$ cat config.mk
export PLATFORM = sky130hd
export DESIGN_NAME = rv_core
export DESIGN_NICKNAME = d
export VERILOG_FILES = /design/src/source/rv_pkg.sv /design/src/source/rv_core.sv /design/src/source/rv_regfile.sv /design/src/source/rv_branch_unit.sv /design/src/source/rv_alu.sv /design/src/source/rv_decoder.sv
export SDC_FILE = /design/constraint.sdc
export NUM_CORES = 2
export LEC_CHECK = 0
export BUFFER_PORTS_ARGS = -buffer_cell sky130_fd_sc_hd__buf_2
export CAP_MARGIN = 20
export CORE_ASPECT_RATIO = 0.75
export CORE_UTILIZATION = 35
export CTS_BUF_LIST = sky130_fd_sc_hd__clkbuf_8
export DETAILED_ROUTE_END_ITERATION = 8
export HOLD_SLACK_MARGIN = 0.02
export SLEW_MARGIN = 10
export SYNTH_ARGS = -nofsm -noshare
export SYNTH_HDL_FRONTEND = slang
export SYNTH_SLANG_ARGS = --single-unit
$ cat constraint.sdc
create_clock -name clk -period 8.4 [get_ports clk]
set_input_delay 1.68 -clock clk [delete_from_list [all_inputs] [get_ports clk]]
set_output_delay 1.68 -clock clk [all_outputs]
set_load 0.005 [all_outputs]
$ cat src/source/rv_pkg.sv
package rv_pkg;

    // Datapath width, fixed for RV32I
    localparam int XLEN = 32;

    typedef logic [XLEN-1:0] word_t;   // Data, address or instruction
    typedef logic [4:0]      reg_addr_t;

    // Major opcodes handled by the core
    typedef enum logic [6:0] {
        OPC_OP     = 7'b0110011,  // Register-register ALU
        OPC_OP_IMM = 7'b0010011,  // Register-immediate ALU
        OPC_BRANCH = 7'b1100011,
        OPC_JAL    = 7'b1101111,
        OPC_JALR   = 7'b1100111,
        OPC_LUI    = 7'b0110111,
        OPC_AUIPC  = 7'b0010111
    } opcode_t;

    typedef enum logic [3:0] {
        ALU_ADD,
        ALU_SUB,
        ALU_SLL,
        ALU_SLT,
        ALU_SLTU,
        ALU_XOR,
        ALU_SRL,
        ALU_SRA,
        ALU_OR,
        ALU_AND
    } alu_op_t;

    // Branch condition, taken straight from funct3
    typedef enum logic [2:0] {
        BR_EQ  = 3'b000,
        BR_NE  = 3'b001,
        BR_LT  = 3'b100,
        BR_GE  = 3'b101,
        BR_LTU = 3'b110,
        BR_GEU = 3'b111
    } branch_kind_t;

    typedef enum logic {
        SRC_A_PC,
        SRC_A_RS1
    } src_a_t;

    typedef enum logic [1:0] {
        SRC_B_RS2,
        SRC_B_IMM,
        SRC_B_FOUR   // Constant 4 for return address
    } src_b_t;

endpackage
$ cat src/source/rv_core.sv
`timescale 1ns/100ps

module rv_core #(
    parameter int NUM_REGS = 32
) (
    input  logic              clk,
    input  logic              reset,
    output rv_pkg::word_t     imem_addr,
    input  rv_pkg::word_t     imem_data,
    output logic              retire_valid,
    output rv_pkg::word_t     retire_pc,
    output rv_pkg::word_t     next_pc,
    output logic              rd_wr_en,
    output rv_pkg::reg_addr_t rd_addr,
    output rv_pkg::word_t     rd_data
);
    import rv_pkg::*;

    typedef enum logic [1:0] {FETCH, DECODE, EXECUTE, WRITEBACK} state_t;

    localparam word_t FOUR = word_t'(4);

    state_t state;
    word_t  pc;
    word_t  pc_plus4;
    word_t  ir;   // Instruction register

    // Decoder outputs
    opcode_t    opcode;
    reg_addr_t  rs1_addr, rs2_addr;
    logic [2:0] funct3;
    word_t      imm;
    alu_op_t    alu_op;
    src_a_t     src_a;
    src_b_t     src_b;
    logic       writes_rd;

    word_t rs1_data, rs2_data;   // Register file reads
    word_t rs1_q, rs2_q;         // Operands held from DECODE
    word_t alu_a, alu_b, alu_result;
    logic  br_taken;
    word_t br_target;
    word_t alu_q;                // Results held from EXECUTE
    logic  taken_q;
    word_t target_q;

    rv_decoder u_decoder (
        .instr     (ir),
        .opcode    (opcode),
        .rs1_addr  (rs1_addr),
        .rs2_addr  (rs2_addr),
        .rd_addr   (rd_addr),
        .funct3    (funct3),
        .imm       (imm),
        .alu_op    (alu_op),
        .src_a     (src_a),
        .src_b     (src_b),
        .writes_rd (writes_rd)
    );

    rv_regfile #(
        .NUM_REGS (NUM_REGS)
    ) u_regfile (
        .clk      (clk),
        .rs1_addr (rs1_addr),
        .rs2_addr (rs2_addr),
        .rs1_data (rs1_data),
        .rs2_data (rs2_data),
        .wr_en    (rd_wr_en),   // Lands at the edge ending WRITEBACK
        .wr_addr  (rd_addr),
        .wr_data  (rd_data)
    );

    // Operand muxes
    assign alu_a = (src_a == SRC_A_PC) ? pc : rs1_q;

    always_comb begin
        case (src_b)
            SRC_B_RS2:  alu_b = rs2_q;
            SRC_B_IMM:  alu_b = imm;
            SRC_B_FOUR: alu_b = FOUR;
            default:    alu_b = '0;
        endcase
    end

    rv_alu u_alu (
        .op     (alu_op),
        .a      (alu_a),
        .b      (alu_b),
        .result (alu_result)
    );

    // Sees the same operands as the ALU side by side
    rv_branch_unit u_branch (
        .opcode (opcode),
        .funct3 (funct3),
        .rs1    (rs1_q),
        .rs2    (rs2_q),
        .pc     (pc),
        .imm    (imm),
        .taken  (br_taken),
        .target (br_target)
    );

    always_ff @(posedge clk) begin
        if (reset) begin
            state <= FETCH;   // Fetch starts right after reset drops
            pc    <= '0;
        end else begin
            case (state)
                FETCH:   state <= DECODE;
                DECODE:  state <= EXECUTE;
                EXECUTE: state <= WRITEBACK;
                default: begin
                    state <= FETCH;
                    pc    <= next_pc;   // Commit with the register write
                end
            endcase
        end
    end

    // Stage payload registers
    always_ff @(posedge clk) begin
        if (state == FETCH) begin
            ir <= imem_data;   // Async imem sampled at end of FETCH
        end
        if (state == DECODE) begin
            rs1_q <= rs1_data;
            rs2_q <= rs2_data;
        end
        if (state == EXECUTE) begin
            alu_q    <= alu_result;
            taken_q  <= br_taken;
            target_q <= br_target;
        end
    end

    assign imem_addr = pc;
    assign pc_plus4  = pc + FOUR;
    assign next_pc   = taken_q ? target_q : pc_plus4;

    // Writeback data select
    always_comb begin
        case (opcode)
            OPC_LUI: rd_data = imm;
            default: rd_data = alu_q;   // ALU sum or PC+4 for jumps
        endcase
    end

    // One retire pulse per instruction
    assign retire_valid = state == WRITEBACK;
    assign retire_pc    = pc;
    assign rd_wr_en     = retire_valid && writes_rd;

endmodule

$ cat src/source/rv_regfile.sv
`timescale 1ns/100ps

module rv_regfile #(
    parameter int NUM_REGS = 32
) (
    input  logic              clk,
    input  rv_pkg::reg_addr_t rs1_addr,
    input  rv_pkg::reg_addr_t rs2_addr,
    output rv_pkg::word_t     rs1_data,
    output rv_pkg::word_t     rs2_data,
    input  logic              wr_en,
    input  rv_pkg::reg_addr_t wr_addr,
    input  rv_pkg::word_t     wr_data
);
    import rv_pkg::*;

    word_t regs [NUM_REGS];

    // x0 and indexes past NUM_REGS read as zero
    assign rs1_data = (rs1_addr != '0 && int'(rs1_addr) < NUM_REGS) ? regs[rs1_addr] : '0;
    assign rs2_data = (rs2_addr != '0 && int'(rs2_addr) < NUM_REGS) ? regs[rs2_addr] : '0;

    always_ff @(posedge clk) begin
        if (wr_en && wr_addr != '0 && int'(wr_addr) < NUM_REGS) begin
            regs[wr_addr] <= wr_data;   // x0 writes dropped
        end
    end

endmodule

$ cat src/source/rv_branch_unit.sv
`timescale 1ns/100ps

module rv_branch_unit (
    input  rv_pkg::opcode_t opcode,
    input  logic [2:0]      funct3,
    input  rv_pkg::word_t   rs1,
    input  rv_pkg::word_t   rs2,
    input  rv_pkg::word_t   pc,
    input  rv_pkg::word_t   imm,
    output logic            taken,
    output rv_pkg::word_t   target
);
    import rv_pkg::*;

    branch_kind_t kind;
    logic         eq, lt, ltu;
    logic         cond;   // Branch condition met
    word_t        jalr_sum;

    assign kind = branch_kind_t'(funct3);
    assign eq   = rs1 == rs2;
    assign lt   = $signed(rs1) < $signed(rs2);
    assign ltu  = rs1 < rs2;

    always_comb begin
        case (kind)
            BR_EQ:   cond = eq;
            BR_NE:   cond = !eq;
            BR_LT:   cond = lt;
            BR_GE:   cond = !lt;
            BR_LTU:  cond = ltu;
            BR_GEU:  cond = !ltu;
            default: cond = 1'b0;   // Reserved funct3
        endcase
    end

    // Jumps always taken
    assign taken = (opcode == OPC_BRANCH && cond) || opcode == OPC_JAL || opcode == OPC_JALR;

    assign jalr_sum = rs1 + imm;
    assign target   = (opcode == OPC_JALR) ? {jalr_sum[XLEN-1:1], 1'b0} : pc + imm;

endmodule

$ cat src/source/rv_alu.sv
`timescale 1ns/100ps

module rv_alu (
    input  rv_pkg::alu_op_t op,
    input  rv_pkg::word_t   a,
    input  rv_pkg::word_t   b,
    output rv_pkg::word_t   result
);
    import rv_pkg::*;

    logic [4:0] shamt;
    logic       lt_signed;
    logic       lt_unsigned;

    assign shamt       = b[4:0];   // Only low five bits count
    assign lt_signed   = $signed(a) < $signed(b);
    assign lt_unsigned = a < b;

    always_comb begin
        case (op)
            ALU_ADD:  result = a + b;
            ALU_SUB:  result = a - b;
            ALU_SLL:  result = a << shamt;
            ALU_SLT:  result = {{(XLEN-1){1'b0}}, lt_signed};   // 0 or 1
            ALU_SLTU: result = {{(XLEN-1){1'b0}}, lt_unsigned};
            ALU_XOR:  result = a ^ b;
            ALU_SRL:  result = a >> shamt;
            ALU_SRA:  result = word_t'($signed(a) >>> shamt);  // Sign fill
            ALU_OR:   result = a | b;
            ALU_AND:  result = a & b;
            default:  result = '0;
        endcase
    end

endmodule

$ cat src/source/rv_decoder.sv
`timescale 1ns/100ps

module rv_decoder (
    input  rv_pkg::word_t     instr,
    output rv_pkg::opcode_t   opcode,
    output rv_pkg::reg_addr_t rs1_addr,
    output rv_pkg::reg_addr_t rs2_addr,
    output rv_pkg::reg_addr_t rd_addr,
    output logic [2:0]        funct3,
    output rv_pkg::word_t     imm,
    output rv_pkg::alu_op_t   alu_op,
    output rv_pkg::src_a_t    src_a,
    output rv_pkg::src_b_t    src_b,
    output logic              writes_rd
);
    import rv_pkg::*;

    word_t imm_i, imm_b, imm_j, imm_u;
    logic  alt;   // funct7[5], also bit 30 for immediate shifts

    // Map funct3 to an ALU operation
    function automatic alu_op_t arith_op(input logic [2:0] f3, input logic alt_bit,
                                         input logic is_reg);
        alu_op_t op;
        case (f3)
            3'b000:  op = (is_reg && alt_bit) ? ALU_SUB : ALU_ADD; // No SUBI
            3'b001:  op = ALU_SLL;
            3'b010:  op = ALU_SLT;
            3'b011:  op = ALU_SLTU;
            3'b100:  op = ALU_XOR;
            3'b101:  op = alt_bit ? ALU_SRA : ALU_SRL;
            3'b110:  op = ALU_OR;
            default: op = ALU_AND;
        endcase
        return op;
    endfunction

    assign opcode   = opcode_t'(instr[6:0]);
    assign rd_addr  = instr[11:7];
    assign funct3   = instr[14:12];
    assign rs1_addr = instr[19:15];
    assign rs2_addr = instr[24:20];
    assign alt      = instr[30];

    // Sign-extended immediates per format
    assign imm_i = {{20{instr[31]}}, instr[31:20]};
    assign imm_b = {{19{instr[31]}}, instr[31], instr[7], instr[30:25], instr[11:8], 1'b0};
    assign imm_j = {{11{instr[31]}}, instr[31], instr[19:12], instr[20], instr[30:21], 1'b0};
    assign imm_u = {instr[31:12], 12'b0};   // Low bits zero

    always_comb begin
        imm       = '0;
        alu_op    = ALU_ADD;
        src_a     = SRC_A_RS1;
        src_b     = SRC_B_IMM;
        writes_rd = 1'b0;   // Unknown opcodes retire without a write
        case (opcode)
            OPC_OP: begin
                src_b     = SRC_B_RS2;
                alu_op    = arith_op(funct3, alt, 1'b1);
                writes_rd = 1'b1;
            end
            OPC_OP_IMM: begin
                imm       = imm_i;
                alu_op    = arith_op(funct3, alt, 1'b0);
                writes_rd = 1'b1;
            end
            OPC_BRANCH: begin
                imm    = imm_b;
                src_b  = SRC_B_RS2;
                alu_op = ALU_SUB;   // Result unused, compare lives in branch unit
            end
            OPC_JAL, OPC_JALR: begin
                imm       = (opcode == OPC_JAL) ? imm_j : imm_i;
                src_a     = SRC_A_PC;   // ALU makes return address
                src_b     = SRC_B_FOUR;
                writes_rd = 1'b1;
            end
            OPC_LUI, OPC_AUIPC: begin
                imm       = imm_u;
                src_a     = SRC_A_PC;   // PC + imm for AUIPC
                writes_rd = 1'b1;
            end
            default: ;
        endcase
    end

endmodule

---- Yosys cells after proc, flatten, opt, wreduce, memory -nomap -nowiden ----
Memories as Yosys holds them, arrays and structs flattened. A register that Yosys moved wholly into a read port is not among the register bits.
Cells that the tools add are included.
W data, S select, Z words.
word-level totals
  RAM bits ................................ 1024
  bits of input ports ..................... 34
  register bits ........................... 131
  memories ................................ 1
operators by class
  shifts and indexed selects .............. 3
  bitwise gates (word level) .............. 3
  equal/unequal tests ..................... 29
  $add $sub $neg .......................... 5
  reductions and logical operators ........ 23
  $lt $le $gt $ge ......................... 4
  muxes and demuxes ....................... 19
memory list
  name            words  bits a word  read ports  clocked after memory_dff  write ports  RTL line          text
  u_regfile.regs  32     32           2           2                         1            rv_regfile.sv:17  word_t regs [NUM_REGS];
operators by type and width
  cell                     count
  $pmux W32 S10            1
  $lt A32 B32 Y1           4
  $mux W32                 4
  $pmux W32 S4             1
  $add A32 B32 Y32         3
  $pmux W32 S3             1
  $pmux W4 S7              2
  $add A32 B3 Y32 const B  1
  $and A32 B32 Y32         1
  $eq A32 B32 Y1           1
  $or A32 B32 Y32          1
  $shl A32 B5 Y32          1
  $shr A32 B5 Y32          1
  $sshr A32 B5 Y32         1
  $sub A32 B32 Y32         1
  $xor A32 B32 Y32         1
  $eq A7 B7 Y1 const B     3
  $mux W20                 1
  $eq A4 B3 Y1 const B     4
  $reduce_bool A5 Y1       3
  $eq A7 B5 Y1 const B     2
  $eq A7 B6 Y1 const B     2
  $eq A3 B3 Y1 const B     4
  $pmux W4 S3              1
  other kinds (21)         41

---- Longest topological paths before layout ----
  depth after elaboration ................. 7
  mapped depth ............................ 22
  depth with buffers taken out ............ 19

---- Hierarchy ----
Synthesis repeated with hierarchy kept, for this count alone.
unflattened totals
  cell total of the unflattened synthesis .. 5158
  area, all modules ....................... 70223.6 um^2
modules (own cells, without submodules)
  module          area an instance (um^2)  seq. area each (um^2)  cells each  instances
  rv_regfile      47904.7                  30749.5                2564        1
  rv_core         8883.5                   5515.3                 699         1
  rv_alu          8359.3                   0.0                    1181        1
  rv_branch_unit  4291.6                   0.0                    606         1
  rv_decoder      784.5                    0.0                    108         1

---- Worst setup path after synthesis ----
Ideal clock, no wire load.
  path type ............................... reg-to-reg
  start ................................... register ir[2]
  end ..................................... register alu_q[21], data pin
  arrival ................................. 4.604 ns
  data required time ...................... 8.139 ns
  path slack .............................. 3.535 ns
  period minus slack after synthesis ...... 4.865 ns
  stages on the path, launching flop included .. 21
  cells stage by stage .................... edfxtp_1 > buf_6 > nand4bb_2 > nor2_4 > nand2_1 > a32oi_4 > buf_2 > buf_2 > buf_2 > ha_1 > clkbuf_1 > or2_1 > a311o_1 > o311ai_1 > a31oi_1 > a21oi_1 > nor2_1 > a22oi_1 > o21ai_0 > xnor2_1 > a221o_1
on the way
  word-level cells in the longest chain between the ends .. 7
  elaborated cells on any way between the ends .. 39
  classes of those cells .................. 2 x add/sub; 18 x eq/ne; 3 x shift; 7 x mux; 3 x bitwise; 6 x reduce/logical
RTL lines
  what                                            RTL line          text
  start, declared                                 rv_core.sv:26     word_t ir;
  start signal, assigned                          rv_core.sv:125    ir <= imem_data;
  $eq A7 B7 Y1, or another cell as far along      rv_decoder.sv:57  case (opcode)
  $reduce_or A2 Y1                                --
  $pmux W2 S2                                     rv_decoder.sv:57
  $eq A2 B2 Y1, or another cell as far along      rv_core.sv:78     case (src_b)
  $pmux W32 S3                                    rv_core.sv:78
  $sub A32 B32 Y32, or another cell as far along  rv_alu.sv:22      ALU_SUB: result = a - b;
  $pmux W32 S10 *                                 rv_alu.sv:20      case (op)
  named net alu_result[21]                        rv_core.sv:40     word_t alu_a, alu_b, alu_result;
  end signal, assigned                            rv_core.sv:132    alu_q <= alu_result;
  end, declared                                   rv_core.sv:43     word_t alu_q;
Mark *: on every way through the listed nets, which the timed path passes. The rest lies on a longest branch.
A chain may end at the register's enable or synchronous reset.

---- Worst setup path in the final report ----
  start ................................... register ir[3]
  end ..................................... register alu_q[31], data pin
Same word-level chain as after synthesis.

==> summary.md <==
A synthesized cell averages 14.5 µm². Synthesis inferred 1219 register bits. After synthesis, the netlist uses 95 different library cells. Commonest register cell after synthesis: sky130_fd_sc_hd__edfxtp_1. The worst register-to-register path begins at ir[3]. The cell repeated most along the worst path was sky130_fd_sc_hd__nor2_1. For this run, design rule violations remaining after detail routing come to 0. Setup repair after global routing left no endpoint under its margin. For the worst-skew pair, the clock arrives at the later sink with an insertion delay of 0.94 ns. The run gives 0.0686 mm² as the post-synthesis instance area. The tools report the sum of net half-perimeters after detailed placement as 170 mm.

In the synthesized netlist the async set-or-reset flop fraction comes to 0%. The logs give 7.76 ns for the arrival time at the worst endpoint and 0.194 mm² for the core outline area. Clock tree synthesis found a total of 1219 sinks. The final route contains 48.4k vias.

The startpoint of the worst setup timing path is ir[3]. The count of buffers added on input and output ports is 168. The global router's overall resource usage was 26.1%; the number of antenna violations at the first check in global routing was 16. Routability-driven placement finished with a final weighted congestion of 1.06.

The endpoint identified for the worst register-to-register timing path is alu_q[31]. The kind of cell with the highest combined delay along the critical path is simple AND/OR/NAND/NOR gates. Element type at the critical path start: a flop. The tree is rooted in a sky130_fd_sc_hd__clkbuf_8. The layout has 17.9k filler cells.

Relative to the synthesized area, the layout overhead comes to 11.4%. The clock period minus final worst setup slack was 7.11 ns; the number of logic stages on the critical path including buffering was 16. The synthesized design spends more area on one cell type than any other, namely sky130_fd_sc_hd__edfxtp_1. After synthesis, the most frequently instantiated cells are sky130_fd_sc_hd__edfxtp_1, sky130_fd_sc_hd__mux4_2, sky130_fd_sc_hd__nor2_1. For the peak supply drop, the log shows 0.000176 V.

The run gives 0 as the max-slew violation count. For the setup clock skew after layout, the log shows 0.0660 ns. The count of nets left with antenna violations once routing finished came out at 0.

At the worst endpoint, the required time is 9.05 ns. The final hold violation count came out at 0. The vertical die dimension came out at 385 µm. Setup violations remaining at the end of the flow were counted as 0. Of the cells placed in the final design, the portion with a size suffix greater than 1 is 26.4%.

The flow ran to the end, and the final reports show no timing, DRC or antenna violations. The share of the Yosys chip area taken by registers is 52.9%. The share of the cycle needed by the critical path after routing came out at 84.7%. The endpoint type of the worst setup path is a flop. The largest single stage delay on the critical path is 0.94 ns.

The worst register-to-register path has a depth of 16. The number of gates resized after CTS was 0. The mean number of vias per cell was 6.32; the initial cell density of the core was 35.3%. Derived from the worst setup path, the maximum achievable clock frequency is 141 MHz. In this run the number of H-tree levels came out at 4. Sorting the synthesized cells by area gives the leading types as sky130_fd_sc_hd__edfxtp_1, sky130_fd_sc_hd__mux4_2, sky130_fd_sc_hd__ha_1.

The critical path goes through nor2_1 > and3_1 > nor2_1 > nor2b_1 > a21o_1 > a22oi_1 > ha_1 > nor2_1 > o2111ai_1 > a31o_2 > a41oi_1 > o21ai_0 > nor4_1 > nor2_1 > nand4_1 > nand3_1. In this run the biggest area consumer among cell types represents 51.9% of the synthesized area. The summed negative setup slack over all endpoints was 0 ns. The die covers 0.198 mm².

The net count of the finished layout is 5174. The setup path with the least slack is of type flop to flop. For this design the ratio of total power to cell area is 266 mW/mm². In this run the worst path has a maximum fanout of 17. The relative slew slack is 18.9%, and the count of flip-flops with a built-in enable after synthesis is 1185.

The run gives 362 mm as the wire length of the first global-routing pass. The run gives 0 as the number of warning messages in the yosys log. Clock-pin slew was measured on the worst setup and hold paths at 0.06 ns. Yosys instantiated no cell more often than sky130_fd_sc_hd__edfxtp_1.

Entering global routing, the biggest net connects 100 pins. Buffers added to address setup during post-CTS repair amount to 0. After clock tree synthesis, the flow added hold-fix buffers numbering 0. The floorplan has 140 rows. The average detailed-routed wire length per instance was 34.2 µm; the cell leakage power was 26.6 nW. Pin placement for this block handled 169 I/O pins. The maximum buffer depth of the clock tree came out at 3. The logs give 45.6k for the number of global-route vias before repair and 8138 for the violation count after the first detailed-route iteration.

Before antenna repair, the detailed router went through 8 iterations. The die width was 513 µm. The library cell contributing the largest single delay on the critical path is sky130_fd_sc_hd__and3_1. The most critical setup path has its endpoint at alu_q[31]. For the register-to-register setup slack, the log shows 1.29 ns. The cell count after synthesis came out at 4735. At the pin with the least slew margin, the transition time is 1.21 ns. TritonCTS built the clock tree. The routed design has 262 mm of wire. Start point of the worst hold path: target_q[2].

The total buffers and inverters traversed by the critical path works out to 0. The total clock buffers created by CTS is 189, and the max-capacitance violation count is 0. The path category of the worst min-delay check was flop to flop. Global routing finished with a remaining overflow of 0. The design draws 20.3 mW.
state kept, by name (all words and copies together) (netlist names):
register / cells
imem_addr: 32
alu_q: 32
rs2_q: 32
rs1_q: 32
state: 2
target_q: 32
taken_q: 1
u_regfile.regs: 1024
ir: 32
worst register-to-register path, stage by stage (launching register included):
cell                        delay (ns)
sky130_fd_sc_hd__edfxtp_1         0.53
sky130_fd_sc_hd__nor2_1           0.38
sky130_fd_sc_hd__and3_1           0.94
sky130_fd_sc_hd__nor2_1           0.36
sky130_fd_sc_hd__nor2b_1          0.66
sky130_fd_sc_hd__a21o_1           0.33
sky130_fd_sc_hd__a22oi_1          0.22
sky130_fd_sc_hd__ha_1             0.47
sky130_fd_sc_hd__nor2_1           0.48
sky130_fd_sc_hd__o2111ai_1        0.24
sky130_fd_sc_hd__a31o_2           0.29
sky130_fd_sc_hd__a41oi_1          0.84
sky130_fd_sc_hd__o21ai_0          0.42
sky130_fd_sc_hd__nor4_1           0.37
sky130_fd_sc_hd__nor2_1           0.11
sky130_fd_sc_hd__nand4_1          0.11
sky130_fd_sc_hd__nand3_1          0.09
layout make-up:
cell class	instances	area [µm²]	area share, %
sequential	1219	36300	47.5
clock buffer	194	2670	3.49
multi-input combinational	3046	30700	40.1
clock inverter	152	840	1.10
antenna	8	20.0	0.0262
tap	2556	3200	4.19
inverter	144	541	0.708
timing repair buffer	338	2200	2.89
how the worst min path moves through the flow:
stage	endpoint	slack, ns	cells past startpoint
4_1_cts	imem_addr[2]	0.62	2
3_5_place_dp	imem_addr[2]	0.61	2
6_report	imem_addr[2]	0.63	2
3_3_place_gp	imem_addr[2]	0.60	2
2_1_floorplan	imem_addr[2]	0.55	2
5_1_grt	imem_addr[2]	0.66	2
cell usage in the layout, fill, tap and decap left out, drive strengths merged, types with 24 or more instances in the layout:
cell,Yosys,routed
o22ai,37,37
o211ai,36,36
a22oi,37,37
buf,135,337
nor3,72,72
a31oi,43,43
inv,144,203
nand2,273,273
ha,198,198
nor2b,25,25
mux2,44,44
xnor2,70,70
or3,24,24
clkinv,0,81
o221ai,25,25
a21o,71,71
mux4,640,640
nand3,69,69
o21a,24,24
nor2,355,355
o21ai,212,212
conb,1,32
a21oi,216,216
clkbuf,222,195
xor2,42,42
edfxtp,1185,1185
a211oi,42,42
dfxtp,34,34
mux2i,140,140
through the flow:
| step | std cells | hold WS, ns | setup slack, ns | instance area [µm²] | utilization, % |
|---|---|---|---|---|---|
| after floorplan | 4766 | 0.549 | 3.53 | 68700 | - |
| after global placement | 7300 | 0.601 | 1.91 | 72800 | 37.5 |
| after detailed placement | 7302 | 0.613 | 1.85 | 72900 | 37.5 |
| after CTS | 7648 | 0.620 | 1.64 | 76400 | 39.3 |
| after global routing | 7652 | 0.660 | 1.29 | 76400 | 39.3 |
| final | 7657 | 0.628 | 1.29 | 76400 | 39.3 |
kinds of logic (layout without fill, tap and decap cells):
group	after synthesis	after routing	synth area share, %
and+or+nand+nor	967	967	6.45
adders and majority gates	202	202	3.73
buffers and inverters	501	828	3.07
xor gates and xnor gates	112	112	1.43
AOI/OAI and AO/OA	909	909	8.64
other	1	40	0.00547
muxes	824	824	23.8
DFF	1219	1219	52.9
layer usage:
layer | share of wire (%) | track usage (%) | up-vias
li1 | - | - | 19500
met1 | 42 | 38.1 | 25000
met2 | 41 | 35.7 | 3361
met3 | 14 | 8.88 | 522
met4 | 3.5 | 8.76 | 18
met5 | 0.045 | 0 | -
power breakdown:
part | switching, mW | total, mW | internal (mW)
combinational | 4.67 | 7.58 | 2.91
clock | 2.47 | 4.80 | 2.34
sequential | 0.560 | 7.94 | 7.38
(Power assumes the default switching activity.)
